### config.mk
export PLATFORM = sky130hd
export DESIGN_NAME = pm
export DESIGN_NICKNAME = d
export VERILOG_FILES = /design/src/hw/pm_pkg.sv /design/src/hw/seq_if.sv /design/src/hw/cycle_ctl.sv /design/src/hw/group_counter.sv /design/src/hw/ir_decode.sv /design/src/hw/phase_seq.sv /design/src/hw/pm.sv /design/src/hw/step_counter.sv
export SDC_FILE = /design/constraint.sdc
export NUM_CORES = 1
export LEC_CHECK = 0
export ABC_AREA = 1
export BUFFER_PORTS_ARGS = -buffer_cell sky130_fd_sc_hd__buf_2
export CORE_ASPECT_RATIO = 1.25
export CORE_MARGIN = 2
export CORE_UTILIZATION = 58
export DETAILED_ROUTE_END_ITERATION = 16
export HOLD_SLACK_MARGIN = 0.02
export PLACE_DENSITY = 0.84
export SLEW_MARGIN = 20
export SYNTH_ARGS = -nofsm -noshare
export SYNTH_HDL_FRONTEND = slang
export SYNTH_SLANG_ARGS = --single-unit
### constraint.sdc
create_clock -name __clk -period 2.05 [get_ports __clk]
set_input_delay 0.205 -clock __clk [delete_from_list [all_inputs] [get_ports __clk]]
set_output_delay 0.205 -clock __clk [all_outputs]
set_load 0.02 [all_outputs]
### src/hw/pm_pkg.sv
// P-M control unit definitions
package pm_pkg;

	// datapath widths
	localparam int word_w = 16;
	localparam int reg_w = 3;
	localparam int step_w = 4;

	// instruction word and its pieces
	typedef logic [word_w-1:0] word_t;
	typedef logic [reg_w-1:0] reg_addr_t;
	typedef logic [step_w-1:0] step_t;

	// instruction field positions
	// opcode class sits in the two top bits
	localparam int op_hi = 15;
	localparam int op_lo = 14;
	localparam int ra_hi = 13;
	localparam int ra_lo = 11;
	localparam int rb_hi = 10;
	localparam int rb_lo = 8;
	// shift count in the low nibble
	localparam int cnt_hi = 3;
	localparam int cnt_lo = 0;

	// instruction classes
	typedef enum logic [1:0] {
		op_move = 2'b00,
		op_group = 2'b01,
		op_shift = 2'b10,
		op_halt = 2'b11
	} op_class_t;

	// instruction cycle phases
	typedef enum logic [2:0] {
		// idle, waiting for a cycle start
		p0 = 3'd0,
		// fetch wait or interrupt receive
		p1 = 3'd1,
		// decode
		p2 = 3'd2,
		// single register write
		p3 = 3'd3,
		// group or shift loop
		p4 = 3'd4,
		// cycle end
		p5 = 3'd5
	} phase_t;

	// selector shown on reg_a during interrupt receive
	localparam reg_addr_t intr_vector = 3'd7;

	// top register of a group transfer
	localparam reg_addr_t reg_last = 3'd7;

endpackage

### src/hw/seq_if.sv
// sequencer to counter link
`timescale 1ns/1ps

interface seq_if;
	import pm_pkg::*;

	// group counter control
	logic lg_load;
	logic lg_step;

	// step counter control
	logic lk_load;
	logic lk_step;

	// counter status, valid the cycle after a load
	reg_addr_t lg_value;
	logic lg_last;
	logic lk_zero;

	modport seq (
		output lg_load, lg_step, lk_load, lk_step,
		input lg_last, lk_zero
	);

	modport cnt (
		input lg_load, lg_step, lk_load, lk_step,
		output lg_value, lg_last, lk_zero
	);

endinterface

### src/hw/cycle_ctl.sv
// start, stop and cycle start control
`timescale 1ns/1ps

module cycle_ctl (
	input logic __clk,
	input logic arst_n,
	input logic start,
	input logic stop,
	input logic irq,
	input logic cycle_done,
	input logic halt_req,
	output logic run,
	output logic cycle_go,
	output logic take_irq
);

	logic stop_pend;
	logic in_cycle;
	logic go_ok;
	logic run_clr;

	// new cycle may begin only when idle and no start is already issued
	assign go_ok = run && !in_cycle && !cycle_go;

	// stop or halt takes effect at cycle end only
	assign run_clr = cycle_done && (stop_pend || stop || halt_req);

	// run flip-flop
	always_ff @(posedge __clk or negedge arst_n) begin
		if (!arst_n) begin
			run <= 1'b0;
		end else if (start) begin
			run <= 1'b1;
		end else if (run_clr) begin
			run <= 1'b0;
		end
	end

	// remember a stop until the current cycle ends
	always_ff @(posedge __clk or negedge arst_n) begin
		if (!arst_n) begin
			stop_pend <= 1'b0;
		end else if (cycle_done) begin
			stop_pend <= 1'b0;
		end else if (stop) begin
			stop_pend <= 1'b1;
		end
	end

	// cycle start and fetch-or-interrupt choice
	always_ff @(posedge __clk or negedge arst_n) begin
		if (!arst_n) begin
			cycle_go <= 1'b0;
			take_irq <= 1'b0;
			in_cycle <= 1'b0;
		end else begin
			cycle_go <= go_ok;
			// irq sampled on the edge that raises cycle_go
			if (go_ok) begin
				take_irq <= irq;
			end
			if (cycle_go) begin
				in_cycle <= 1'b1;
			end else if (cycle_done) begin
				in_cycle <= 1'b0;
			end
		end
	end

	// a new cycle never overlaps one still running in the sequencer
	a_go_idle: assert property (
		@(posedge __clk) disable iff (!arst_n)
		cycle_go |-> !in_cycle && !cycle_done
	);

endmodule

### src/hw/group_counter.sv
// register group counter
`timescale 1ns/1ps

module group_counter (
	input logic __clk,
	input logic arst_n,
	input pm_pkg::reg_addr_t reg_a_field,
	seq_if.cnt ctl
);
	import pm_pkg::*;

	reg_addr_t lg;

	// load wins over step
	always_ff @(posedge __clk or negedge arst_n) begin
		if (!arst_n) begin
			lg <= '0;
		end else if (ctl.lg_load) begin
			lg <= reg_a_field;
		end else if (ctl.lg_step) begin
			lg <= lg + reg_addr_t'(1);
		end
	end

	assign ctl.lg_value = lg;
	assign ctl.lg_last = (lg == reg_last);

	// sequencer must stop stepping once the top register is reached
	a_no_step_past_last: assert property (
		@(posedge __clk) disable iff (!arst_n)
		ctl.lg_last |-> !ctl.lg_step
	);

endmodule

### src/hw/ir_decode.sv
// instruction register and selector decode
`timescale 1ns/1ps

module ir_decode (
	input logic __clk,
	input logic arst_n,
	input pm_pkg::word_t ir,
	input logic ir_ok,
	input pm_pkg::phase_t phase,
	input pm_pkg::reg_addr_t lg_value,
	output pm_pkg::op_class_t op_class,
	output pm_pkg::reg_addr_t reg_a_field,
	output pm_pkg::reg_addr_t reg_a,
	output pm_pkg::reg_addr_t reg_b,
	output pm_pkg::step_t shift_count
);
	import pm_pkg::*;

	word_t ir_q;

	// ir captured only while waiting in the fetch phase
	always_ff @(posedge __clk or negedge arst_n) begin
		if (!arst_n) begin
			ir_q <= '0;
		end else if (ir_ok && (phase == p1)) begin
			ir_q <= ir;
		end
	end

	// field extraction
	assign op_class = op_class_t'(ir_q[op_hi:op_lo]);
	assign reg_a_field = ir_q[ra_hi:ra_lo];
	assign reg_b = ir_q[rb_hi:rb_lo];
	assign shift_count = ir_q[cnt_hi:cnt_lo];

	// reg_a source
	always_comb begin
		if (phase == p1) begin
			// interrupt receive writes the fixed vector register
			reg_a = intr_vector;
		end else if ((phase == p4) && (op_class == op_group)) begin
			reg_a = lg_value;
		end else begin
			reg_a = reg_a_field;
		end
	end

endmodule

### src/hw/phase_seq.sv
// instruction phase sequencer
`timescale 1ns/1ps

module phase_seq (
	input logic __clk,
	input logic arst_n,
	input logic cycle_go,
	input logic take_irq,
	input logic ir_ok,
	input pm_pkg::op_class_t op_class,
	seq_if.seq ctl,
	output logic fetch,
	output logic intr_ack,
	output logic w_reg,
	output logic shift_step,
	output logic cycle_done,
	output logic halt_req,
	output pm_pkg::phase_t phase
);
	import pm_pkg::*;

	phase_t phase_nxt;
	logic grp_run;
	logic shf_run;
	logic loop_end;

	// execute loop qualifiers
	assign grp_run = (phase == p4) && (op_class == op_group);
	assign shf_run = (phase == p4) && (op_class == op_shift);
	assign loop_end = (grp_run && ctl.lg_last) || (shf_run && ctl.lk_zero);

	// next phase
	always_comb begin
		phase_nxt = phase;
		case (phase)
			p0: begin
				if (cycle_go) begin
					phase_nxt = p1;
				end
			end
			p1: begin
				// interrupt receive is a single p1 cycle
				if (intr_ack) begin
					phase_nxt = p5;
				end else if (ir_ok) begin
					phase_nxt = p2;
				end
			end
			p2: begin
				case (op_class)
					op_move: phase_nxt = p3;
					op_group: phase_nxt = p4;
					op_shift: phase_nxt = p4;
					op_halt: phase_nxt = p5;
					default: phase_nxt = p5;
				endcase
			end
			p3: phase_nxt = p5;
			p4: begin
				if (loop_end) begin
					phase_nxt = p5;
				end
			end
			p5: phase_nxt = p0;
			default: phase_nxt = p0;
		endcase
	end

	// phase register and registered strobes
	always_ff @(posedge __clk or negedge arst_n) begin
		if (!arst_n) begin
			phase <= p0;
			fetch <= 1'b0;
			intr_ack <= 1'b0;
			halt_req <= 1'b0;
		end else begin
			phase <= phase_nxt;
			fetch <= cycle_go && !take_irq;
			intr_ack <= cycle_go && take_irq;
			// lines up with cycle_done in p5
			halt_req <= (phase == p2) && (op_class == op_halt);
		end
	end

	assign w_reg = (phase == p3) || grp_run;
	assign shift_step = shf_run && !ctl.lk_zero;
	assign cycle_done = (phase == p5);

	// counters load in decode, step through the loop
	assign ctl.lg_load = (phase == p2);
	assign ctl.lk_load = (phase == p2);
	assign ctl.lg_step = grp_run && !ctl.lg_last;
	assign ctl.lk_step = shift_step;

	// a cycle start finds the sequencer idle, then gives a fetch or an interrupt receive
	a_fetch_or_ack: assert property (
		@(posedge __clk) disable iff (!arst_n)
		cycle_go |-> (phase == p0) ##1 ((phase == p1) && (fetch ^ intr_ack))
	);

endmodule

### src/hw/pm.sv
// P-M instruction cycle control unit
`timescale 1ns/1ps

module pm (
	input logic __clk,
	input logic arst_n,
	input logic start,
	input logic stop,
	input logic irq,
	input pm_pkg::word_t ir,
	input logic ir_ok,
	output logic run,
	output logic fetch,
	output logic intr_ack,
	output logic w_reg,
	output pm_pkg::reg_addr_t reg_a,
	output pm_pkg::reg_addr_t reg_b,
	output logic shift_step,
	output logic cycle_end
);
	import pm_pkg::*;

	logic cycle_go;
	logic take_irq;
	logic halt_req;
	op_class_t op_class;
	phase_t phase;
	reg_addr_t reg_a_field;
	step_t shift_count;

	seq_if i_seq_if ();

	cycle_ctl i_cycle_ctl (
		.__clk(__clk),
		.arst_n(arst_n),
		.start(start),
		.stop(stop),
		.irq(irq),
		.cycle_done(cycle_end),
		.halt_req(halt_req),
		.run(run),
		.cycle_go(cycle_go),
		.take_irq(take_irq)
	);

	phase_seq i_phase_seq (
		.__clk(__clk),
		.arst_n(arst_n),
		.cycle_go(cycle_go),
		.take_irq(take_irq),
		.ir_ok(ir_ok),
		.op_class(op_class),
		.ctl(i_seq_if.seq),
		.fetch(fetch),
		.intr_ack(intr_ack),
		.w_reg(w_reg),
		.shift_step(shift_step),
		.cycle_done(cycle_end),
		.halt_req(halt_req),
		.phase(phase)
	);

	ir_decode i_ir_decode (
		.__clk(__clk),
		.arst_n(arst_n),
		.ir(ir),
		.ir_ok(ir_ok),
		.phase(phase),
		.lg_value(i_seq_if.lg_value),
		.op_class(op_class),
		.reg_a_field(reg_a_field),
		.reg_a(reg_a),
		.reg_b(reg_b),
		.shift_count(shift_count)
	);

	group_counter i_group_counter (
		.__clk(__clk),
		.arst_n(arst_n),
		.reg_a_field(reg_a_field),
		.ctl(i_seq_if.cnt)
	);

	step_counter i_step_counter (
		.__clk(__clk),
		.arst_n(arst_n),
		.shift_count(shift_count),
		.ctl(i_seq_if.cnt)
	);

endmodule

### src/hw/step_counter.sv
// shift step counter
`timescale 1ns/1ps

module step_counter (
	input logic __clk,
	input logic arst_n,
	input pm_pkg::step_t shift_count,
	seq_if.cnt ctl
);
	import pm_pkg::*;

	step_t lk;

	// counts down to zero, load wins over step
	always_ff @(posedge __clk or negedge arst_n) begin
		if (!arst_n) begin
			lk <= '0;
		end else if (ctl.lk_load) begin
			lk <= shift_count;
		end else if (ctl.lk_step) begin
			lk <= lk - step_t'(1);
		end
	end

	assign ctl.lk_zero = (lk == '0);

	// no wrap below zero
	a_no_step_at_zero: assert property (
		@(posedge __clk) disable iff (!arst_n)
		ctl.lk_step |-> !ctl.lk_zero
	);

endmodule

======== Word-level counts from Yosys, hierarchy flattened ========
Index checks and enable logic that the tools add are counted.
Widths: inputs -> output; s select.
word-level totals
  register bits ........................... 34
  word-level logic and storage cells ...... 76
operators by class
  add/sub/neg operators ................... 2
  equality and inequality tests ........... 12
  muxes and demuxes ....................... 18
  reductions and logical operators ........ 32
operator list
  operator             number
  $mux 3               8
  $pmux 3 s5           1
  $logic_and 1x1->1    13
  $reduce_bool 2->1    5
  $eq 3x3->1 const B   3
  $pmux 3 s3           1
  $mux 4               2
  $eq 3x2->1 const B   2
  $mux 1               6
  $logic_not 1->1      5
  $eq 2x2->1 const B   2
  $logic_not 4->1      1
  $logic_or 1x1->1     4
  $ne 2x2->1 const B   2
  $sub 4x1->4 const B  1
  $add 3x1->3 const B  1
  $eq 3x1->1 const B   1
  $logic_not 3->1      1
  $ne 3x3->1 const B   1
  $reduce_and 3->1     1
  $eq 2x1->1 const B   1
  $logic_not 2->1      1
  $reduce_or 2->1      1

======== Longest topological paths before layout ========
Gate-level depths: netlist of the first run.
  depth in word-level cells ............... 6
  gate-level depth with buffers ........... 8

======== Least setup slack after synthesis of the first run ========
OpenSTA, ideal clock, no wires.
  path kind ............................... register to output
  start point ............................. register i_phase_seq.phase[1]
  end point ............................... output port reg_a[0]
  data arrival time ....................... 1.334 ns
  required time ........................... 1.845 ns
  path slack .............................. 0.511 ns
  stages on the path, launching flop included .. 6
  path buffers ............................ 0
  cells stage by stage .................... dfrtp_1 > nor2_4 > nand2_2 > inv_1 > nand2_1 > o21ai_0
between the ends
  cells in the longest elaborated chain, start to end .. 4
  elaborated cells between the ends (all ways) .. 5
  classes of those cells .................. eq/ne: 2; mux: 2; reduce/logical: 1
ends and longest elaborated chain
  item                      line             source
  start: declaration        phase_seq.sv:18  output pm_pkg::phase_t phase
  start signal: assignment  phase_seq.sv:72  phase <= p0;
  start signal: assignment  phase_seq.sv:77  phase <= phase_nxt;
  $eq 3x3->1                ir_decode.sv:41  end else if ((phase == p4) && (op_class == op_group)) begin
  $logic_and 1x1->1         ir_decode.sv:41
  $mux 3                    ir_decode.sv:41
  $mux 3 *                  ir_decode.sv:38  if (phase == p1) begin
  end: declaration          pm.sv:16         output pm_pkg::reg_addr_t reg_a,
Every way passes the cells marked *; elsewhere a longest branch is shown, timed or not.

======== Worst setup path after layout of the first run ========
Same ends and word-level chain as after synthesis.

==> metrics.md, run 1 <==
| Metric | Value |
|---|---|
| DRC | 0 |
| Initial antenna violation count | 0 |
| Overall routing resource usage | between 20 and 25% |
| Post-CTS setup buffer count | 0 |
| Outcome | completed |
| Worst hold path type | in -> reg |
| Clk_lat worst skew | around 0.32 ns |
| Via density | 5.01 |
| Row cnt | 21 |
| Leakage power | a little over 1 nW |
| Synth unique cells | 25 |
| CP Launch Type | flip-flop |
| Sequential area share after synthesis | 46.3% |
| RSZ-0062 raised after global routing | no |
| Inserted Diodes | 0 |
| Syn_nets | 229 |
| Final Hold Slack | between 0.06 and 0.07 ns |
| Die area | about 3200 um2 |
| Max FO, Critical Path | 6 |
| WL final | 2.90 mm |
| Crit-path leading delay family | flip-flops |
| Vias in the first global route | 1,267 |
| Max Root-Sink Buffers | 2 |
| Element type at the critical path end | output pin |
| Register-to-register setup slack | 0.69 ns |
| IO Pins | 34 |
| CP max-delay cell | dfrtp_1 |
| Critical path class | reg -> out |
| Final cycle utilization of the critical path | 90.4% |
| Fmax | 0.540 GHz |
| Max Slew Vio Count | 0 |
| Post-synthesis instance total | 200 |
| CP max stage delay | about 0.49 ns |
| Final hold violations | 0 |
| CTS H-tree depth | 2 |
| Number of synthesized register bits | 30 |
| Area grow syn2layout | 12.1% |
| Post-route cell area | 1820 um2 |
| Num CTS Buffers | 5 |
| CORE AREA | 2680 um2 |
| Setup TNS | 0 ns |
| Port-buffer cells | 29 |
| Nets@finish | 260 |
| HPWL Detailed | 2.20 mm |
| Post-route ant nets | 0 |
| Final critical-path required period | 1.85 ns |
| Actual slew at the worst max-slew pin | 0.637 ns |
| Initial Utilization | 60.5% |
| Mapped Avg Cell Area | between 8 and 9 um2 |
| CP required | approximately 1.9 ns |
| Finished Layout Cells | 265 |
| Die Height | 63.1 um |
| Dpl ws | approximately 0.55 ns |
| Placer congestion estimate | roughly 0.83 |
| Mapped Area | 1620 um2 |
| Maxcap violations | 0 |
| Worst-path clk slew | 0.08 ns |
| Slew HR | 57.5% |
| Final setup violation count | 0 |
| Share of cells above drive strength 1 | 20.3% |
| Crit path buf inv count | 2 |
| Die W | about 51 um |
| Via count | 1,327 |
| Largest net degree at the start of global routing | 31 |
| Critical Path AT | 1.65 ns |
| First-pass GRT wire length | 5.35 mm |
| Drt pass-1 iters | 6 |
| Clock Skews | 0.00477 ns |
| Pwr dens | roughly 1500 nW/um2 |
| Routed length per instance | 10.9 um |
| Fin worst setup slack | about 0.2 ns |
| # fillers | approximately 240 |
| Worst vdd ir | ~0.001 V |
| Clk sinks | 30 |
| Placed Area | 1760 um2 |
| CTS tree | yes |
| Cell Chain, Critical Path | nor2_4, nand2_2, inv_1, nand2_1, a21oi_1, o21ai_0, buf_2 |
| Iteration-0 DRC Markers | 29 |
| Total gr overflow | 0 |
| Yosys warnings | 0 |
| Root Buffer | clkbuf_4 |
| Dpl cells | 257 |
==> routing by layer <==
| layer | vias to the layer above | wire (um) | GRT usage, % |
|---|---|---|---|
| li1 | 689 | - | - |
| met1 | 605 | 1290 | 29.0 |
| met2 | 28 | 1400 | 34.7 |
| met3 | 5 | 144 | 6.64 |
| met4 | 0 | 61 | 10.9 |
| met5 | - | 0 | 0 |
==> cells in the final DEF (no fill, tap or decap), types with 5 or more instances in the layout <==
cell	n
dfrtp_1	30
a21oi_1	7
ha_1	7
nand3_1	19
buf_2	29
nor2_1	18
nand2_1	57
o21ai_0	8
clkbuf_4	5
inv_1	25
==> cells by family after synthesis <==
family / synth area share, %
XOR/XNOR: 0.541
adder cells (fa/ha/maj): 5.41
flip-flops: 46.3
buffers and inverters: 9.96
AO/OA/AOI/OAI: 7.57
AND/OR/NAND/NOR: 30.2
==> worst paths after layout <==
| path | start | endpoint | cells after the start |
|---|---|---|---|
| worst max-delay path | i_phase_seq.phase[1] | reg_a[0] | 7 |
| worst min-delay path | start | i_cycle_ctl.run | 3 |
| worst max register to register | i_group_counter.ctl.lg_value[0] | i_phase_seq.phase[1] | 7 |
| worst min register to register | i_cycle_ctl.take_irq | i_phase_seq.fetch | 1 |
| max in group asynchronous | arst_n | i_phase_seq.phase[2] | 2 |
| min in group asynchronous | arst_n | i_phase_seq.fetch | 2 |
==> metrics by stage <==
| stage | power [mW] | utilization (%) |
|---|---|---|
| after CTS | 2.68 | 67.8 |
| after floorplan | 2.10 | - |
| after detailed placement | 2.36 | 65.7 |
| after global routing | 2.96 | 67.8 |
| final | 2.66 | 67.8 |
| after global placement | 2.32 | 65.7 |
==> tightest hold or removal path, stage by stage <==
cell     delay [ns]
buf_2          0.07
inv_1          0.03
nand2_1        0.05
==> synthesized netlist by cell type <==
library cell	instances	share of area, %
a21oi_1	7	2.2
and2_1	1	0.39
buf_2	1	0.31
buf_4	4	1.9
buf_6	1	0.69
dfrtp_1	30	46
ha_1	7	5.4
inv_1	25	5.8
inv_2	4	0.93
inv_4	1	0.39
nand2_1	57	13
nand2_2	2	0.77
nand2_8	1	1.2
nand3_1	19	5.9
nand3_4	2	2.2
nand4_1	1	0.39
nor2_1	18	4.2
nor2_4	2	1.4
nor3_2	1	0.62
o211ai_1	3	1.4
o21ai_0	8	2.5
o21ai_1	2	0.62
o21bai_1	1	0.46
o31ai_1	1	0.46
xnor2_1	1	0.54
==> power by group <==
part | internal (mW) | switching, mW
registers | 0.847 | 0.185
clock network | 0.129 | 0.187
logic | 0.474 | 0.839
==> registers in the layout, indices dropped and copies added (netlist names), 3 cells and up <==
signal                        flops
i_step_counter.lk                 4
i_phase_seq.phase                 3
i_ir_decode.ir_q                 12
i_group_counter.ctl.lg_value      3
==> layout make-up <==
type                            instances  area [um2]  share of cell area [%]
Clock buffer                            7        45.0                    2.48
Inverter                               30         115                    6.34
Tap cell                               34        42.5                    2.34
Timing Repair Buffer                   30         155                    8.54
Sequential cell                        30         751                    41.3
Multi-Input combinational cell        134         708                    39.0
==> repair_timing <==
action	in CTS	in global routing
hold endpoints to repair	30	0
resized for setup	0	0
hold buffers	1	0
endpoints found under the setup margin	0	0
(Power assumes the default switching activity.)
==> run 2: changes to the inputs <==
--- a/config.mk
+++ b/config.mk
@@ -7,6 +7,7 @@
 export LEC_CHECK = 0
 export ABC_AREA = 1
 export BUFFER_PORTS_ARGS = -buffer_cell sky130_fd_sc_hd__buf_2
+export CAP_MARGIN = 20
 export CORE_ASPECT_RATIO = 1.25
 export CORE_MARGIN = 2
 export CORE_UTILIZATION = 58
==> constraint.sdc (replaced) <==
create_clock -name __clk -period 2.05 [get_ports __clk]
set_input_delay 0 -clock __clk [delete_from_list [all_inputs] [get_ports __clk]]
set_output_delay 0 -clock __clk [all_outputs]
set_load 0.02 [all_outputs]
==> metrics.md, run 2 (same netlist as run 1, synthesis figures left out) <==
| Metric | Value |
|---|---|
| Worst Setup SP | i_phase_seq.phase[0] (was i_phase_seq.phase[1]) |
| RSZ-0062 raised after global routing | no (unchanged) |
| Critical path class | reg -> reg (was reg -> out) |
| Area of the multi-input gates | 708 um2 (unchanged) |
| Initial antenna violation count | 0 (unchanged) |
| DRC | 0 (unchanged) |
| Worst vdd ir | 0.00102 V (was 0.00100 V) |
| Sequential Area | 751 um2 (unchanged) |
| Largest net degree at the start of global routing | 31 (unchanged) |
| Vias in the first global route | 1,435 (was 1,267) |
| Port-buffer cells | 29 (unchanged) |
| Max FFs per register | 12 (unchanged) |
| Slew HR | 57.2% (was 57.5%) |
| Die area | 3240 um2 (unchanged) |
| Worst hold path type | in -> reg (unchanged) |
| Placer congestion estimate | 0.803 (was 0.831) |
| Max Slew Vio Count | 0 (unchanged) |
| Clock Skews | 0.00559 ns (was 0.00477 ns) |
| CP max stage delay | 0.54 ns (was 0.49 ns) |
| Worst-path clk slew | 0.09 ns (was 0.08 ns) |
| Final critical-path required period | 1.77 ns (was 1.85 ns) |
| Via density | 5.06 (was 5.01) |
| CP Launch Type | flip-flop (unchanged) |
| Max FO, Critical Path | 4 (was 6) |
| Initial Utilization | 60.5% (unchanged) |
| Die W | 51.3 um (unchanged) |
| Power Total | 2.72 mW (was 2.66 mW) |
| Clk sinks | 30 (unchanged) |
| Commonest cells after routing, fill and taps aside | nand2_1 (57), dfrtp_1 (30), buf_2 (29) (unchanged) |
| Pwr dens | 1370 nW/um2 (was 1460 nW/um2) |
| Outcome | completed (unchanged) |
| Leakage power | 1.08 nW (was 1.01 nW) |
| Fmax | 0.564 GHz (was 0.540 GHz) |
| # fillers | 224 (was 243) |
| Final setup violation count | 0 (unchanged) |
| CTS H-tree depth | 2 (unchanged) |
| Biggest regs | i_ir_decode.ir_q: 12 flops, i_step_counter.lk: 4 flops (unchanged) |
| Post-route ant nets | 0 (unchanged) |
| CP endpoint | i_cycle_ctl.run (was reg_a[0]) |
| Iteration-0 DRC Markers | 49 (was 29) |
| First-pass GRT wire length | 5.87 mm (was 5.35 mm) |
| Inserted Diodes | 0 (unchanged) |
| Reg2reg path depth | 6 (was 7) |
| Final cycle utilization of the critical path | 86.5% (was 90.4%) |
| Post-CTS setup buffer count | 0 (unchanged) |
| Biggest register | i_ir_decode.ir_q (unchanged) |
| Register-to-register setup slack | 0.28 ns (was 0.69 ns) |
| CTS tree | yes (unchanged) |
| CP required | 2.27 ns (was 1.85 ns) |
| Critical Path AT | 1.99 ns (was 1.65 ns) |
| Maxcap violations | 0 (unchanged) |
| Overall routing resource usage | 24.7% (was 22.6%) |
| Post-cts sizing count | 0 (unchanged) |
| Total gr overflow | 0 (unchanged) |
| IO Pins | 34 (unchanged) |
| Final hold violations | 0 (unchanged) |
| Nets@finish | 276 (was 260) |
| Num CTS Buffers | 5 (unchanged) |
| Drt pass-1 iters | 4 (was 6) |
| Commonest non-fill, non-tap cell in the layout | nand2_1 (unchanged) |
| Element type at the critical path end | flip-flop (was output pin) |
| WL final | 3.23 mm (was 2.90 mm) |
| Share of cells above drive strength 1 | 19.0% (was 20.3%) |
| Setup TNS | 0 ns (unchanged) |
| Root Buffer | clkbuf_4 (unchanged) |
| Via count | 1,423 (was 1,327) |
| Area grow syn2layout | 22.0% (was 12.1%) |
| Die Height | 63.1 um (unchanged) |
| FF-to-FF End | i_cycle_ctl.run (was i_phase_seq.phase[1]) |
| Row cnt | 21 (unchanged) |
| Cell Chain, Critical Path | inv_2, nor3_2, o31ai_1, nand2_1, nand2_1, dlygate4sd3_1 (was nor2_4, nand2_2, inv_1, nand2_1, a21oi_1, o21ai_0, buf_2) |
| CP dominant cell by count | nand2_1 |
| Max Root-Sink Buffers | 2 (unchanged) |
| Actual slew at the worst max-slew pin | 0.643 ns (was 0.637 ns) |
| Routed length per instance | 11.5 um (was 10.9 um) |
| CP max-delay cell | dlygate4sd3_1 (was dfrtp_1) |
| Clk_lat worst skew | 0.33 ns (was 0.32 ns) |
| Origin of the critical flop-to-flop path | i_phase_seq.phase[0] (was i_group_counter.ctl.lg_value[0]) |
| HPWL Detailed | 2.15 mm (was 2.20 mm) |
| CORE AREA | 2680 um2 (unchanged) |
-- run 2: layout make-up --
cell class	instances	area share, %
Clock buffer	7	2.28
Inverter	30	5.82
Multi-Input combinational cell	134	35.8
Sequential cell	30	38.0
Tap cell	34	2.15
Timing Repair Buffer	46	15.9
-- run 2: per-layer routing --
metal  share of wire, %  vias up  GRT usage, %  wire length, um
li1                   -      718             -                -
met1                 42      656          27.9             1360
met2                 52       36          42.9             1690
met3                3.2       13          5.92              102
met4                2.5        0          11.5               81
met5                  0        -             0                0
-- run 2: where the power goes --
part	switching (mW)	leakage, nW	internal (mW)
clock network	0.195	0.0254	0.129
registers	0.190	0.362	0.848
logic	0.856	0.691	0.500
-- run 2: critical path, delay by kind of cell, from the launching register on --
family / cells / cell delay, ns
buffers and inverters: 2 / 0.65
DFF: 1 / 0.49
AOI/OAI and AO/OA: 1 / 0.14
and+or+nand+nor: 3 / 0.39
-- run 2: worst min-delay path by stage --
stage | startpoint | to | slack, ns | cells after the start
floorplan | arst_n | i_cycle_ctl.cycle_go | -0.30 | 0
global placement | arst_n | i_cycle_ctl.run | 0.06 | 1
detailed placement | arst_n | i_cycle_ctl.take_irq | 0.06 | 1
CTS | ir_ok | i_ir_decode.ir_q[3] | 0.03 | 3
global route | ir_ok | i_ir_decode.ir_q[3] | 0.04 | 3
finish | ir_ok | i_ir_decode.ir_q[3] | 0.04 | 3
-- run 2: what timing repair did --
item                                   in CTS  in global routing
endpoints found under the hold margin      45                  0
hold buffers                               17                  0
setup endpoints to repair                   0                  0
-- run 2: per-stage QoR --
stage	setup slack, ns	area [um2]	hold WS [ns]	utilization (%)	instances
floorplan	0.604	1620	-0.296	-	200
global placement	0.703	1760	0.0642	65.7	257
detailed placement	0.634	1760	0.0615	65.7	257
CTS	0.232	1980	0.0277	73.8	281
global route	0.111	1980	0.0363	73.8	281
finish	0.277	1980	0.0385	73.8	281
==> run 3: changes to the inputs <==
--- a/config.mk
+++ b/config.mk
@@ -10,10 +10,10 @@
 export CAP_MARGIN = 20
 export CORE_ASPECT_RATIO = 1.25
 export CORE_MARGIN = 2
-export CORE_UTILIZATION = 58
+export CORE_UTILIZATION = 55
 export DETAILED_ROUTE_END_ITERATION = 16
 export HOLD_SLACK_MARGIN = 0.02
-export PLACE_DENSITY = 0.84
+export PLACE_DENSITY = 0.8
 export SLEW_MARGIN = 20
 export SYNTH_ARGS = -nofsm -noshare
 export SYNTH_HDL_FRONTEND = slang
==> metrics.md, run 3 (same netlist as run 1, synthesis figures left out) <==
| Metric | Value |
|---|---|
| Via count | 1,388 (was 1,423) |
| Actual slew at the worst max-slew pin | 0.645 ns (was 0.643 ns) |
| Commonest non-fill, non-tap cell in the layout | nand2_1 (unchanged) |
| Max Root-Sink Buffers | 2 (unchanged) |
| Worst hold path type | in -> reg (unchanged) |
| Dpl cells | 259 (was 257) |
| Outcome | completed (unchanged) |
| Worst vdd ir | 0.000894 V (was 0.00102 V) |
| CP Launch Type | flip-flop (unchanged) |
| Max FFs per register | 12 (unchanged) |
| HPWL Detailed | 2.15 mm (about the same) |
| Setup TNS | 0 ns (unchanged) |
| CORE AREA | 2860 um2 (was 2680 um2) |
| Element type at the critical path end | flip-flop (unchanged) |
| Overall routing resource usage | 23.4% (was 24.7%) |
| Slew HR | 57.0% (was 57.2%) |
| IO Pins | 34 (unchanged) |
| Clk sinks | 30 (unchanged) |
| Biggest regs | i_ir_decode.ir_q: 12 flops, i_step_counter.lk: 4 flops (unchanged) |
| Max FO, Critical Path | 4 (unchanged) |
| Num CTS Buffers | 5 (unchanged) |
| Inserted Diodes | 0 (unchanged) |
| Met3 routed WL | 152 um (was 102 um) |
| DRC | 0 (unchanged) |
| Nets@finish | 277 (was 276) |
| Critical Path AT | 2.00 ns (was 1.99 ns) |
| Die area | 3400 um2 (was 3240 um2) |
| Largest net degree at the start of global routing | 31 (unchanged) |
| Routed length per instance | 11.3 um (was 11.5 um) |
| RSZ-0062 raised after global routing | no (unchanged) |
| Final setup violation count | 0 (unchanged) |
| Row cnt | 22 (was 21) |
| Clk_lat worst skew | 0.34 ns (was 0.33 ns) |
| Area grow syn2layout | 23.9% (was 22.0%) |
| CTS tree | yes (unchanged) |
| CTS H-tree depth | 2 (unchanged) |
| Met2 Wirelength | 1.59 mm (was 1.69 mm) |
| Vias in the first global route | 1,282 (was 1,435) |
| Post-route ant nets | 0 (unchanged) |
| Fmax | 0.564 GHz (about the same) |
| Post-route cell area | 2010 um2 (was 1980 um2) |
| Critical path class | reg -> reg (unchanged) |
| Maxcap violations | 0 (unchanged) |
| Iteration-0 DRC Markers | 52 (was 49) |
| WL final | 3.22 mm (was 3.23 mm) |
| Max Slew Vio Count | 0 (unchanged) |
| Initial Utilization | 56.6% (was 60.5%) |
| Post-cts sizing count | 0 (unchanged) |
| Commonest cells after routing, fill and taps aside | nand2_1 (57), dfrtp_1 (30), buf_2 (29) (unchanged) |
| Biggest register | i_ir_decode.ir_q (unchanged) |
| Clock Skews | 0.00266 ns (was 0.00559 ns) |
| Via density | 4.87 (was 5.06) |
| Port-buffer cells | 29 (unchanged) |
| Share of cells above drive strength 1 | 20.1% (was 19.0%) |
| Wl on met1 | 1.41 mm (was 1.36 mm) |
| Placed Area | 1760 um2 (about the same) |
| Root Buffer | clkbuf_4 (unchanged) |
| Total gr overflow | 0 (unchanged) |
| Post-CTS setup buffer count | 0 (unchanged) |
| Final Hold Slack | 0.0511 ns (was 0.0385 ns) |
| Top routing layer used | met4 (unchanged) |
| Placer congestion estimate | 0.840 (was 0.803) |
| Die Height | 64.7 um (was 63.1 um) |
| Final critical-path required period | 1.77 ns (about the same) |
| Worst-path clk slew | 0.09 ns (about the same) |
| Initial antenna violation count | 0 (unchanged) |
| Leakage power | 1.09 nW (was 1.08 nW) |
| Final hold violations | 0 (unchanged) |
| Pwr dens | 1380 nW/um2 (was 1370 nW/um2) |
| Die W | 52.5 um (was 51.3 um) |
| First-pass GRT wire length | 5.75 mm (was 5.87 mm) |
| CP required | 2.28 ns (was 2.27 ns) |
| Finished Layout Cells | 285 (was 281) |
| Drt pass-1 iters | 4 (unchanged) |
| Final cycle utilization of the critical path | 86.6% (was 86.5%) |
==> run 3: timing repair <==
item                                   in CTS  in global routing
endpoints found under the hold margin      45                  0
hold buffers                               18                  0
setup endpoints to repair                   0                  0
==> run 3: per-stage QoR <==
step                      utilization (%)  power, mW  setup WS, ns
final                                70.1       2.76         0.276
after global routing                 70.1       3.05         0.144
after CTS                            70.1       2.78         0.267
after detailed placement             61.6       2.36         0.710
after global placement               61.6       2.32         0.698
after floorplan                         -       2.10         0.604
==> run 3: metal layers <==
metal	up-vias	GRT usage (%)
met2	31	35.6
met1	626	30.9
met4	0	8.65
li1	723	-
met3	8	7.60
met5	-	0
==> run 3: final timing paths <==
check,start,end,slack (ns),cells after the start
setup / recovery,i_phase_seq.phase[0],i_cycle_ctl.run,0.28,6
hold / removal,ir_ok,i_ir_decode.ir_q[2],0.05,3
setup reg to reg,i_phase_seq.phase[0],i_cycle_ctl.run,0.28,6
hold reg to reg,i_cycle_ctl.take_irq,i_phase_seq.fetch,0.47,1
max in group asynchronous,arst_n,i_ir_decode.ir_q[9],1.40,2
min in group asynchronous,arst_n,i_step_counter.lk[1],0.23,2
==> run 3: final cells by class <==
class / instances / area (um2)
fillers: 240 / 855
repair buffers: 47 / 325
multi-input cells: 134 / 708
inverters: 30 / 115
clock buffers: 6 / 51.3
flip-flops and latches: 30 / 751
clock inverters: 2 / 12.5
well taps: 36 / 45.0
==> run 3: power by group <==
group,switching (mW),internal (mW),total [mW]
Clock,0.211,0.164,0.375
Sequential,0.188,0.847,1.03
Combinational,0.852,0.501,1.35
Total,1.25,1.51,2.76
==> run 3: worst max-delay path, cell delays in order (launching register included) <==
cell	delay (ns)
dfrtp_1	0.49
inv_2	0.11
nor3_2	0.27
o31ai_1	0.13
nand2_1	0.08
nand2_1	0.04
dlygate4sd3_1	0.54
